File: config.mk
export PLATFORM = sky130hd
export DESIGN_NAME = vdp_top
export DESIGN_NICKNAME = d
export VERILOG_FILES = /design/src/rtl/vdp_pkg.sv /design/src/rtl/video_timing_pkg.sv /design/src/rtl/blender.sv /design/src/rtl/host_regs.sv /design/src/rtl/layer_priority.sv /design/src/rtl/palette_ram.sv /design/src/rtl/vdp_top.sv /design/src/rtl/vga_timing.sv
export SDC_FILE = /design/constraint.sdc
export NUM_CORES = 2
export LEC_CHECK = 0
export BUFFER_PORTS_ARGS = -buffer_cell sky130_fd_sc_hd__buf_2
export CORE_MARGIN = 3
export CORE_UTILIZATION = 49
export DETAILED_ROUTE_END_ITERATION = 16
export SLEW_MARGIN = 20
export SYNTH_ARGS = -nofsm -noshare
export SYNTH_HDL_FRONTEND = slang
export SYNTH_SLANG_ARGS = --single-unit
File: constraint.sdc
create_clock -name clk -period 5.65 [get_ports clk]
set_input_delay 1.695 -clock clk [delete_from_list [all_inputs] [get_ports clk]]
set_output_delay 1.695 -clock clk [all_outputs]
set_load 0.01 [all_outputs]
File: src/rtl/vdp_pkg.sv
// VDP package
// Host register map, pixel, palette and color types shared by the
// color output path

`default_nettype none

package vdp_pkg;

    typedef logic [15:0] host_addr_t;
    typedef logic [15:0] host_data_t;

    // Write register map, low two address bits
    localparam logic [1:0] REG_PALETTE_ADDRESS = 2'd0;
    localparam logic [1:0] REG_PALETTE_DATA = 2'd1;
    localparam logic [1:0] REG_LAYER_ENABLE = 2'd2;
    localparam logic [1:0] REG_ALPHA_OVER = 2'd3;

    // Readback map
    localparam logic [1:0] RD_RASTER_X = 2'd0;
    localparam logic [1:0] RD_RASTER_Y = 2'd1;
    localparam logic [1:0] RD_LAYER_ENABLE = 2'd2;
    localparam logic [1:0] RD_ALPHA_OVER = 2'd3;

    // Upper nibble palette number, lower nibble color (0 is transparent)
    typedef logic [7:0] pixel_t;

    typedef logic [7:0] palette_addr_t;
    localparam int PALETTE_SIZE = 256;

    // Red 11..8, green 7..4, blue 3..0
    typedef logic [15:0] palette_entry_t;
    typedef logic [3:0] channel_t;

    // Bit 1 is the front layer
    localparam int LAYER_COUNT = 2;
    typedef logic [LAYER_COUNT-1:0] layer_mask_t;

    // Layer pixel in to RGB out
    localparam int PIXEL_LATENCY = 3;

endpackage

`default_nettype wire

File: src/rtl/video_timing_pkg.sv
// Video timing package
// 640x480 at 60 Hz porch and sync widths, derived totals and the
// raster coordinate types

`default_nettype none

package video_timing_pkg;

    // Horizontal, in pixel clocks
    localparam int H_ACTIVE = 640;
    localparam int H_FRONTPORCH = 16;
    localparam int H_SYNC = 96;
    localparam int H_BACKPORCH = 48;

    localparam int H_TOTAL = H_ACTIVE + H_FRONTPORCH + H_SYNC + H_BACKPORCH;
    localparam int H_SYNC_START = H_ACTIVE + H_FRONTPORCH;
    localparam int H_SYNC_END = H_SYNC_START + H_SYNC;

    // Vertical, in lines
    localparam int V_ACTIVE = 480;
    localparam int V_FRONTPORCH = 11;
    localparam int V_SYNC = 2;
    localparam int V_BACKPORCH = 31;

    localparam int V_TOTAL = V_ACTIVE + V_FRONTPORCH + V_SYNC + V_BACKPORCH;
    localparam int V_SYNC_START = V_ACTIVE + V_FRONTPORCH;
    localparam int V_SYNC_END = V_SYNC_START + V_SYNC;

    typedef logic [11:0] raster_x_t;
    typedef logic [10:0] raster_y_t;

endpackage

`default_nettype wire

File: src/rtl/blender.sv
// Blender
// Alpha-over mix of source and destination colors, blanking and the
// registered RGB output

`timescale 1ns/1ps
`default_nettype none

module blender (
    input  wire clk,
    input  wire reset,

    input  wire vdp_pkg::palette_entry_t source_color,
    input  wire vdp_pkg::palette_entry_t dest_color,
    input  wire source_is_alpha,
    input  wire active,

    output vdp_pkg::channel_t r,
    output vdp_pkg::channel_t g,
    output vdp_pkg::channel_t b
);
    import vdp_pkg::*;

    logic alpha_aligned;
    logic active_aligned;
    channel_t mix_r;
    channel_t mix_g;
    channel_t mix_b;

    // Average rounded down, or the destination alone
    function automatic channel_t mix_channel(channel_t source, channel_t dest, logic alpha);
        logic [4:0] sum;
        sum = {1'b0, source} + {1'b0, dest};
        return alpha ? sum[4:1] : dest;
    endfunction

    // Flags arrive a cycle ahead of the palette colors
    always_ff @(posedge clk) begin
        if (reset) begin
            alpha_aligned <= 1'b0;
            active_aligned <= 1'b0;
        end else begin
            alpha_aligned <= source_is_alpha;
            active_aligned <= active;
        end
    end

    assign mix_r = mix_channel(source_color[11:8], dest_color[11:8], alpha_aligned);
    assign mix_g = mix_channel(source_color[7:4], dest_color[7:4], alpha_aligned);
    assign mix_b = mix_channel(source_color[3:0], dest_color[3:0], alpha_aligned);

    always_ff @(posedge clk) begin
        if (reset || !active_aligned) begin
            r <= '0;
            g <= '0;
            b <= '0;
        end else begin
            r <= mix_r;
            g <= mix_g;
            b <= mix_b;
        end
    end

endmodule

`default_nettype wire

File: src/rtl/host_regs.sv
// Host register block
// Decodes single-cycle host writes into the layer controls and the
// auto-incrementing palette write port, and returns readback data
// one cycle after a read request

`timescale 1ns/1ps
`default_nettype none

module host_regs (
    input  wire clk,
    input  wire reset,

    input  wire vdp_pkg::host_addr_t host_address,
    input  wire vdp_pkg::host_data_t host_write_data,
    input  wire host_write_en,
    input  wire host_read_en,

    input  wire video_timing_pkg::raster_x_t raster_x,
    input  wire video_timing_pkg::raster_y_t raster_y,

    output vdp_pkg::host_data_t host_read_data,
    output logic host_ready,

    output logic palette_write_en,
    output vdp_pkg::palette_addr_t palette_write_address,
    output vdp_pkg::palette_entry_t palette_write_data,

    output vdp_pkg::layer_mask_t layer_enable,
    output vdp_pkg::layer_mask_t alpha_over
);
    import vdp_pkg::*;

    logic [1:0] reg_select;

    assign reg_select = host_address[1:0];

    // Data writes go straight to the palette at the current address
    assign palette_write_en = host_write_en && reg_select == REG_PALETTE_DATA;
    assign palette_write_data = palette_entry_t'(host_write_data);

    always_ff @(posedge clk) begin
        if (reset) begin
            palette_write_address <= '0;
            layer_enable <= '0;
            alpha_over <= '0;
        end else if (host_write_en) begin
            case (reg_select)
                REG_PALETTE_ADDRESS: palette_write_address <= host_write_data[7:0];
                // Wraps 255 to 0
                REG_PALETTE_DATA: palette_write_address <= palette_write_address + 1'b1;
                REG_LAYER_ENABLE: layer_enable <= host_write_data[1:0];
                REG_ALPHA_OVER: alpha_over <= host_write_data[1:0];
            endcase
        end
    end

    // Ready follows the request by one cycle
    always_ff @(posedge clk) begin
        if (reset) begin
            host_ready <= 1'b0;
        end else begin
            host_ready <= host_read_en;
        end
    end

    always_ff @(posedge clk) begin
        if (host_read_en) begin
            case (reg_select)
                RD_RASTER_X: host_read_data <= host_data_t'(raster_x);
                RD_RASTER_Y: host_read_data <= host_data_t'(raster_y);
                RD_LAYER_ENABLE: host_read_data <= host_data_t'(layer_enable);
                RD_ALPHA_OVER: host_read_data <= host_data_t'(alpha_over);
            endcase
        end
    end

    // Host never reads and writes in the same cycle
    assert property (@(posedge clk) disable iff (reset)
        !(host_write_en && host_read_en))
        else $error("host read and write in the same cycle");

    // One read in flight at a time
    assert property (@(posedge clk) disable iff (reset)
        host_read_en |=> !host_read_en)
        else $error("host read issued while another is outstanding");

endmodule

`default_nettype wire

File: src/rtl/layer_priority.sv
// Layer priority stage
// Picks the destination and source palette indices from the two
// layer pixels and registers them with the active flag

`timescale 1ns/1ps
`default_nettype none

module layer_priority (
    input  wire clk,
    input  wire reset,

    input  wire vdp_pkg::pixel_t layer0_pixel,
    input  wire vdp_pkg::pixel_t layer1_pixel,
    input  wire active_display,
    input  wire vdp_pkg::layer_mask_t layer_enable,
    input  wire vdp_pkg::layer_mask_t alpha_over,

    output vdp_pkg::palette_addr_t dest_index,
    output vdp_pkg::palette_addr_t source_index,
    output logic source_is_alpha,
    output logic active_delayed
);
    import vdp_pkg::*;

    pixel_t layer_pixel [LAYER_COUNT];
    layer_mask_t visible;
    palette_addr_t dest_next;
    palette_addr_t source_next;
    logic source_alpha_next;

    assign layer_pixel[0] = layer0_pixel;
    assign layer_pixel[1] = layer1_pixel;

    // Back to front, so later layers override earlier ones
    always_comb begin
        dest_next = '0;
        source_next = '0;
        source_alpha_next = 1'b0;
        for (int i = 0; i < LAYER_COUNT; i++) begin
            visible[i] = layer_enable[i] && layer_pixel[i][3:0] != 4'h0;
            if (visible[i]) begin
                source_next = layer_pixel[i];
                source_alpha_next = alpha_over[i];
                // Alpha layers never become the destination
                if (!alpha_over[i]) begin
                    dest_next = layer_pixel[i];
                end
            end
        end
    end

    always_ff @(posedge clk) begin
        if (reset) begin
            active_delayed <= 1'b0;
            source_is_alpha <= 1'b0;
        end else begin
            active_delayed <= active_display;
            source_is_alpha <= source_alpha_next;
        end
    end

    always_ff @(posedge clk) begin
        dest_index <= dest_next;
        source_index <= source_next;
    end

endmodule

`default_nettype wire

File: src/rtl/palette_ram.sv
// Palette RAM
// 256 x 16 color table, one write port and two registered read
// ports for the destination and source lookups

`timescale 1ns/1ps
`default_nettype none

module palette_ram (
    input  wire clk,

    input  wire write_en,
    input  wire vdp_pkg::palette_addr_t write_address,
    input  wire vdp_pkg::palette_entry_t write_data,

    input  wire vdp_pkg::palette_addr_t dest_index,
    input  wire vdp_pkg::palette_addr_t source_index,

    output vdp_pkg::palette_entry_t dest_color,
    output vdp_pkg::palette_entry_t source_color
);
    import vdp_pkg::*;

    palette_entry_t entries [PALETTE_SIZE];

    // Reads in the write cycle still see the old entry
    always_ff @(posedge clk) begin
        if (write_en) begin
            entries[write_address] <= write_data;
        end
        dest_color <= entries[dest_index];
        source_color <= entries[source_index];
    end

endmodule

`default_nettype wire

File: src/rtl/vdp_top.sv
// VDP color output path, top level
// VGA timing, host registers, layer priority, dual-read palette
// and blender

`timescale 1ns/1ps
`default_nettype none

module vdp_top (
    input  wire clk,
    input  wire reset,

    input  wire vdp_pkg::host_addr_t host_address,
    input  wire vdp_pkg::host_data_t host_write_data,
    input  wire host_write_en,
    input  wire host_read_en,
    output wire vdp_pkg::host_data_t host_read_data,
    output wire host_ready,

    input  wire vdp_pkg::pixel_t layer0_pixel,
    input  wire vdp_pkg::pixel_t layer1_pixel,

    output wire vdp_pkg::channel_t r,
    output wire vdp_pkg::channel_t g,
    output wire vdp_pkg::channel_t b,
    output wire vga_hsync,
    output wire vga_vsync,
    output wire active_display,
    output wire line_ended,
    output wire frame_ended
);
    import vdp_pkg::*;
    import video_timing_pkg::*;

    wire raster_x_t raster_x;
    wire raster_y_t raster_y;

    wire palette_write_en;
    wire palette_addr_t palette_write_address;
    wire palette_entry_t palette_write_data;
    wire layer_mask_t layer_enable;
    wire layer_mask_t alpha_over;

    wire palette_addr_t dest_index;
    wire palette_addr_t source_index;
    wire source_is_alpha;
    wire active_delayed;

    wire palette_entry_t dest_color;
    wire palette_entry_t source_color;

    vga_timing vga_timing_i (
        .clk(clk),
        .reset(reset),
        .raster_x(raster_x),
        .raster_y(raster_y),
        .hsync(vga_hsync),
        .vsync(vga_vsync),
        .active_display(active_display),
        .line_ended(line_ended),
        .frame_ended(frame_ended)
    );

    host_regs host_regs_i (
        .clk(clk),
        .reset(reset),
        .host_address(host_address),
        .host_write_data(host_write_data),
        .host_write_en(host_write_en),
        .host_read_en(host_read_en),
        .raster_x(raster_x),
        .raster_y(raster_y),
        .host_read_data(host_read_data),
        .host_ready(host_ready),
        .palette_write_en(palette_write_en),
        .palette_write_address(palette_write_address),
        .palette_write_data(palette_write_data),
        .layer_enable(layer_enable),
        .alpha_over(alpha_over)
    );

    // Stage 1
    layer_priority layer_priority_i (
        .clk(clk),
        .reset(reset),
        .layer0_pixel(layer0_pixel),
        .layer1_pixel(layer1_pixel),
        .active_display(active_display),
        .layer_enable(layer_enable),
        .alpha_over(alpha_over),
        .dest_index(dest_index),
        .source_index(source_index),
        .source_is_alpha(source_is_alpha),
        .active_delayed(active_delayed)
    );

    // Stage 2
    palette_ram palette_ram_i (
        .clk(clk),
        .write_en(palette_write_en),
        .write_address(palette_write_address),
        .write_data(palette_write_data),
        .dest_index(dest_index),
        .source_index(source_index),
        .dest_color(dest_color),
        .source_color(source_color)
    );

    // Stage 3
    blender blender_i (
        .clk(clk),
        .reset(reset),
        .source_color(source_color),
        .dest_color(dest_color),
        .source_is_alpha(source_is_alpha),
        .active(active_delayed),
        .r(r),
        .g(g),
        .b(b)
    );

endmodule

`default_nettype wire

File: src/rtl/vga_timing.sv
// VGA timing generator
// Raster counters with registered syncs, active window and
// end of line / end of frame strobes

`timescale 1ns/1ps
`default_nettype none

module vga_timing (
    input  wire clk,
    input  wire reset,

    output video_timing_pkg::raster_x_t raster_x,
    output video_timing_pkg::raster_y_t raster_y,

    output logic hsync,
    output logic vsync,
    output logic active_display,
    output logic line_ended,
    output logic frame_ended
);
    import video_timing_pkg::*;

    raster_x_t next_x;
    raster_y_t next_y;

    always_comb begin
        next_x = raster_x + 1'b1;
        next_y = raster_y;
        if (raster_x == raster_x_t'(H_TOTAL - 1)) begin
            next_x = '0;
            next_y = (raster_y == raster_y_t'(V_TOTAL - 1)) ? '0 : raster_y + 1'b1;
        end
    end

    // Flags come from the next position so they line up with the counters
    always_ff @(posedge clk) begin
        if (reset) begin
            raster_x <= '0;
            raster_y <= '0;
            hsync <= 1'b1;
            vsync <= 1'b1;
            active_display <= 1'b0;
            line_ended <= 1'b0;
            frame_ended <= 1'b0;
        end else begin
            raster_x <= next_x;
            raster_y <= next_y;
            hsync <= !(next_x >= raster_x_t'(H_SYNC_START) && next_x < raster_x_t'(H_SYNC_END));
            vsync <= !(next_y >= raster_y_t'(V_SYNC_START) && next_y < raster_y_t'(V_SYNC_END));
            active_display <= next_x < raster_x_t'(H_ACTIVE) && next_y < raster_y_t'(V_ACTIVE);
            line_ended <= next_x == raster_x_t'(H_TOTAL - 1);
            frame_ended <= next_x == raster_x_t'(H_TOTAL - 1)
                && next_y == raster_y_t'(V_TOTAL - 1);
        end
    end

    // Horizontal count stays inside the line
    assert property (@(posedge clk) disable iff (reset)
        raster_x <= raster_x_t'(H_TOTAL - 1))
        else $error("raster_x past end of line");

endmodule

`default_nettype wire

==> out/results.ini <==
[outcome]
status=finished clean

[setup_path]
end_kind=flip-flop
arrival_ps=5300
worst-endpoint-required_ps=6440
critPathSlowestCell=nor2b_4
path_cells=nor2b_4 -> a2111oi_0 -> buf_4 -> a311oi_1 -> o311ai_1 -> o32ai_1 -> nor4_1
cp_max_fo=21
critical_path_class=flip-flop to flip-flop
slowest_delay_ps=1000
cp-start-kind=flip-flop

[yosys]
synthFlopType=edfxtp_1
syn_avg_cell_area_um2=18.2
yosys.cell_types.count=87
yosys_warnings=0
yosys_register_bits=3181
synth_cells=8239
synth.area.top_cells=edfxtp_1 (62%), mux4_2 (19%), mux2i_1 (5.3%)
synth-edff-count=3084
seq_area_frac_synth_pct=63.2
synth.top_cell.area_share_pct=61.9
syn-cell-area_um2=150000
synth_top_area_cell=edfxtp_1
ys_async_sr_fraction_pct=0

[sta]
fin_tns_setup_ps=0
maxSlewHeadroom_pct=11.0
max_freq_ghz=0.221
rsz0062_at_grt=no
skew_ps=53.8
fin_ws_ps=1130
worstMarginPinSlew_ps=1320
hold_viol_final=0
slew_violations=0
setup_viol=0
layout_min_cycle_time_ps=4520
fin_crit_sh_pct=79.9
hold_slack_ps=434

[cells_and_area]
nets=8658
area_growth_syn_to_layout_pct=12.0
drive_above_1_share_pct=28.9
n_fill_cell=23500
fin_area_um2=167000
utilization_pct=55.2

[flow_run]
cap_violations=0

[grt]
grt_max_degree=125
gr-total-overflow=0
antenna_found_initial=40
grt_pass1_vias=89800
grt_pass1_wl_um=725000
grtUsageTotal_pct=33.5

[power_and_ir_drop]
switching_share_pct=23.3
ir_drop_mv=0.291
p_clk_share_pct=42.9
pwr-share-seq_pct=50.4
power_density_nw_per_um2=308
p_int_mw=39.6
p_comb_share_pct=6.8
p_leak_nw=50.5
p_switching_mw=12.0

[route]
via_per_inst=7.11
vias=91600
first_pass_iters=6
wire_per_inst_um=40.9
drt_wl_total_um=526000
drt_iter0_drc=13800
drc=0
ant_nets=0

[cts]
clock_latency_ps=950
clk_pin_slew_ps=60
numCtsBuffers=346
hold_buffers=0
htree_levels=5
root_buffer=clkbuf_16
cts.repair.resized=0
cts.sinks=3181
cts_setup_buffers=0
cts_tree=done
clk_path_buf_depth=4

[placement]
numPortBuffers=63
gp_congestion=1.00
hpwl_um=340000
dp_slack_ps=527
placed_area_um2=156000

[die]
die_w_um=558
die-area_um2=312000
rows=202
initial_utilization_pct=49.3
die_height_um=558
boundaryPins=86
core_um2=303000

[worst_hold_path]
hp-class=flip-flop to flip-flop

-- registers in the layout, summed over array words and instances, names as in the netlist, 2 cells and up --
register                           count
palette_ram_i.entries               3072
host_regs_i.host_read_data            12
palette_ram_i.dest_color              12
palette_ram_i.source_color            12
vga_timing_i.raster_x                 12
vga_timing_i.raster_y                 11
host_regs_i.palette_write_address      8
layer_priority_i.dest_index            8
layer_priority_i.source_index          8
blender_i.b                            4
blender_i.g                            4
blender_i.r                            4
host_regs_i.alpha_over                 2
host_regs_i.layer_enable               2
-- through the flow --
step / power [mW] / std cells
2_1_floorplan: 28.4 / 8242
3_3_place_gp: 29.9 / 12200
3_5_place_dp: 29.9 / 12200
4_1_cts: 51.8 / 12800
5_1_grt: 52.9 / 12900
6_report: 51.6 / 12900
-- per-layer routing --
metal / up-vias / wire length (um) / track usage, %
met2: 6167 / 237000 / 50.1
met3: 1242 / 60700 / 8.30
li1: 35700 / - / -
met5: - / 119 / 0
met1: 48400 / 190000 / 44.6
met4: 18 / 38900 / 20.4
-- synthesized netlist by cell type, drive strengths merged (8+ instances only) --
| cell type | n |
|---|---|
| clkbuf | 265 |
| o21ai | 101 |
| a21oi | 146 |
| o211ai | 8 |
| a2111oi | 9 |
| nor2 | 387 |
| xor2 | 9 |
| o31ai | 10 |
| a221oi | 39 |
| mux2i | 799 |
| nor3 | 74 |
| nand4 | 23 |
| or2 | 14 |
| a31oi | 32 |
| mux4 | 1287 |
| edfxtp | 3084 |
| buf | 405 |
| or4 | 8 |
| nand2 | 363 |
| a21o | 8 |
| a311oi | 10 |
| nor4 | 32 |
| nand2b | 18 |
| nor3b | 10 |
| and3 | 27 |
| a211oi | 94 |
| o221ai | 257 |
| inv | 26 |
| nor2b | 31 |
| dfxtp | 97 |
| mux2 | 37 |
| nand3 | 103 |
| o22ai | 180 |
| or3 | 9 |
| and2 | 19 |
| a22o | 38 |
| o22a | 10 |
| ha | 16 |
| a22oi | 64 |
| xnor2 | 15 |
-- critical path: cells and delay by family (launching register included) --
kind	cells	cell delay [ps]
AND/OR/NAND/NOR	2	1150
buffers and inverters	1	240
AO/OA/AOI/OAI	4	2090
flip-flops	1	730
-- cell type report --
cell class	count	area [um2]	share of cell area, %
Multi-Input combinational cell	4363	50900	30.4
Tap cell	3978	4980	2.97
Timing Repair Buffer	667	5890	3.52
Clock buffer	424	9030	5.39
Sequential cell	3181	94600	56.5
Inverter	28	126	0.0755
Clock inverter	202	1890	1.13
Antenna cell	27	67.6	0.0403
-- power by group through the flow --
stage | clock, mW | combinational (mW) | sequential, mW
2_1_floorplan | 0 | 1.91 | 26.4
3_3_place_gp | 0 | 3.39 | 26.5
3_5_place_dp | 0 | 3.43 | 26.5
4_1_cts | 22.3 | 3.44 | 26.0
5_1_grt | 23.3 | 3.61 | 26.0
6_report | 22.1 | 3.50 | 26.0
-- kinds of logic (layout without fill, tap and decap cells) --
| logic type | Yosys count | count (layout) | synth area share, % |
|---|---|---|---|
| buf+inv | 698 | 1321 | 2.92 |
| flops | 3181 | 3181 | 63.2 |
| other cells | 1 | 31 | 0.00251 |
| xor+xnor | 24 | 24 | 0.141 |
| mux | 2123 | 2123 | 25.0 |
| compound gates | 1060 | 1060 | 5.10 |
| fa+ha+maj | 19 | 19 | 0.174 |
| simple gates | 1133 | 1133 | 3.42 |
-- path summary, 6_finish.rpt --
| kind | startpoint | end | slack [ps] | cells after the start |
|---|---|---|---|---|
| hold / removal | layer_priority_i.source_is_alpha | blender_i.alpha_aligned | 430 | 1 |
| setup reg to reg | layer_priority_i.source_index[2] | palette_ram_i.source_color[8] | 1130 | 7 |
| hold reg to reg | layer_priority_i.source_is_alpha | blender_i.alpha_aligned | 430 | 1 |
| setup / recovery | layer_priority_i.source_index[2] | palette_ram_i.source_color[8] | 1130 | 7 |
-- layout by cell type, fill, tap and decap left out, types with 23 or more instances in the layout --
master,count
nand2_1,361
mux4_2,1287
a22o_1,38
a211oi_1,88
diode_2,27
clkbuf_1,73
nor2_1,378
nor3_1,70
nand4_1,23
clkinv_2,67
nor2b_1,25
buf_2,51
edfxtp_1,3084
a31oi_1,32
clkinv_1,76
a22oi_1,64
clkbuf_16,349
o221ai_1,254
nand3_1,92
o21ai_0,99
bufinv_16,23
dfxtp_1,86
a21oi_1,145
buf_12,74
mux2_2,37
mux2i_1,799
o22ai_1,180
buf_4,530
nor4_1,26
and3_1,27
a221oi_1,39
Power figures use the tool's default switching activity.
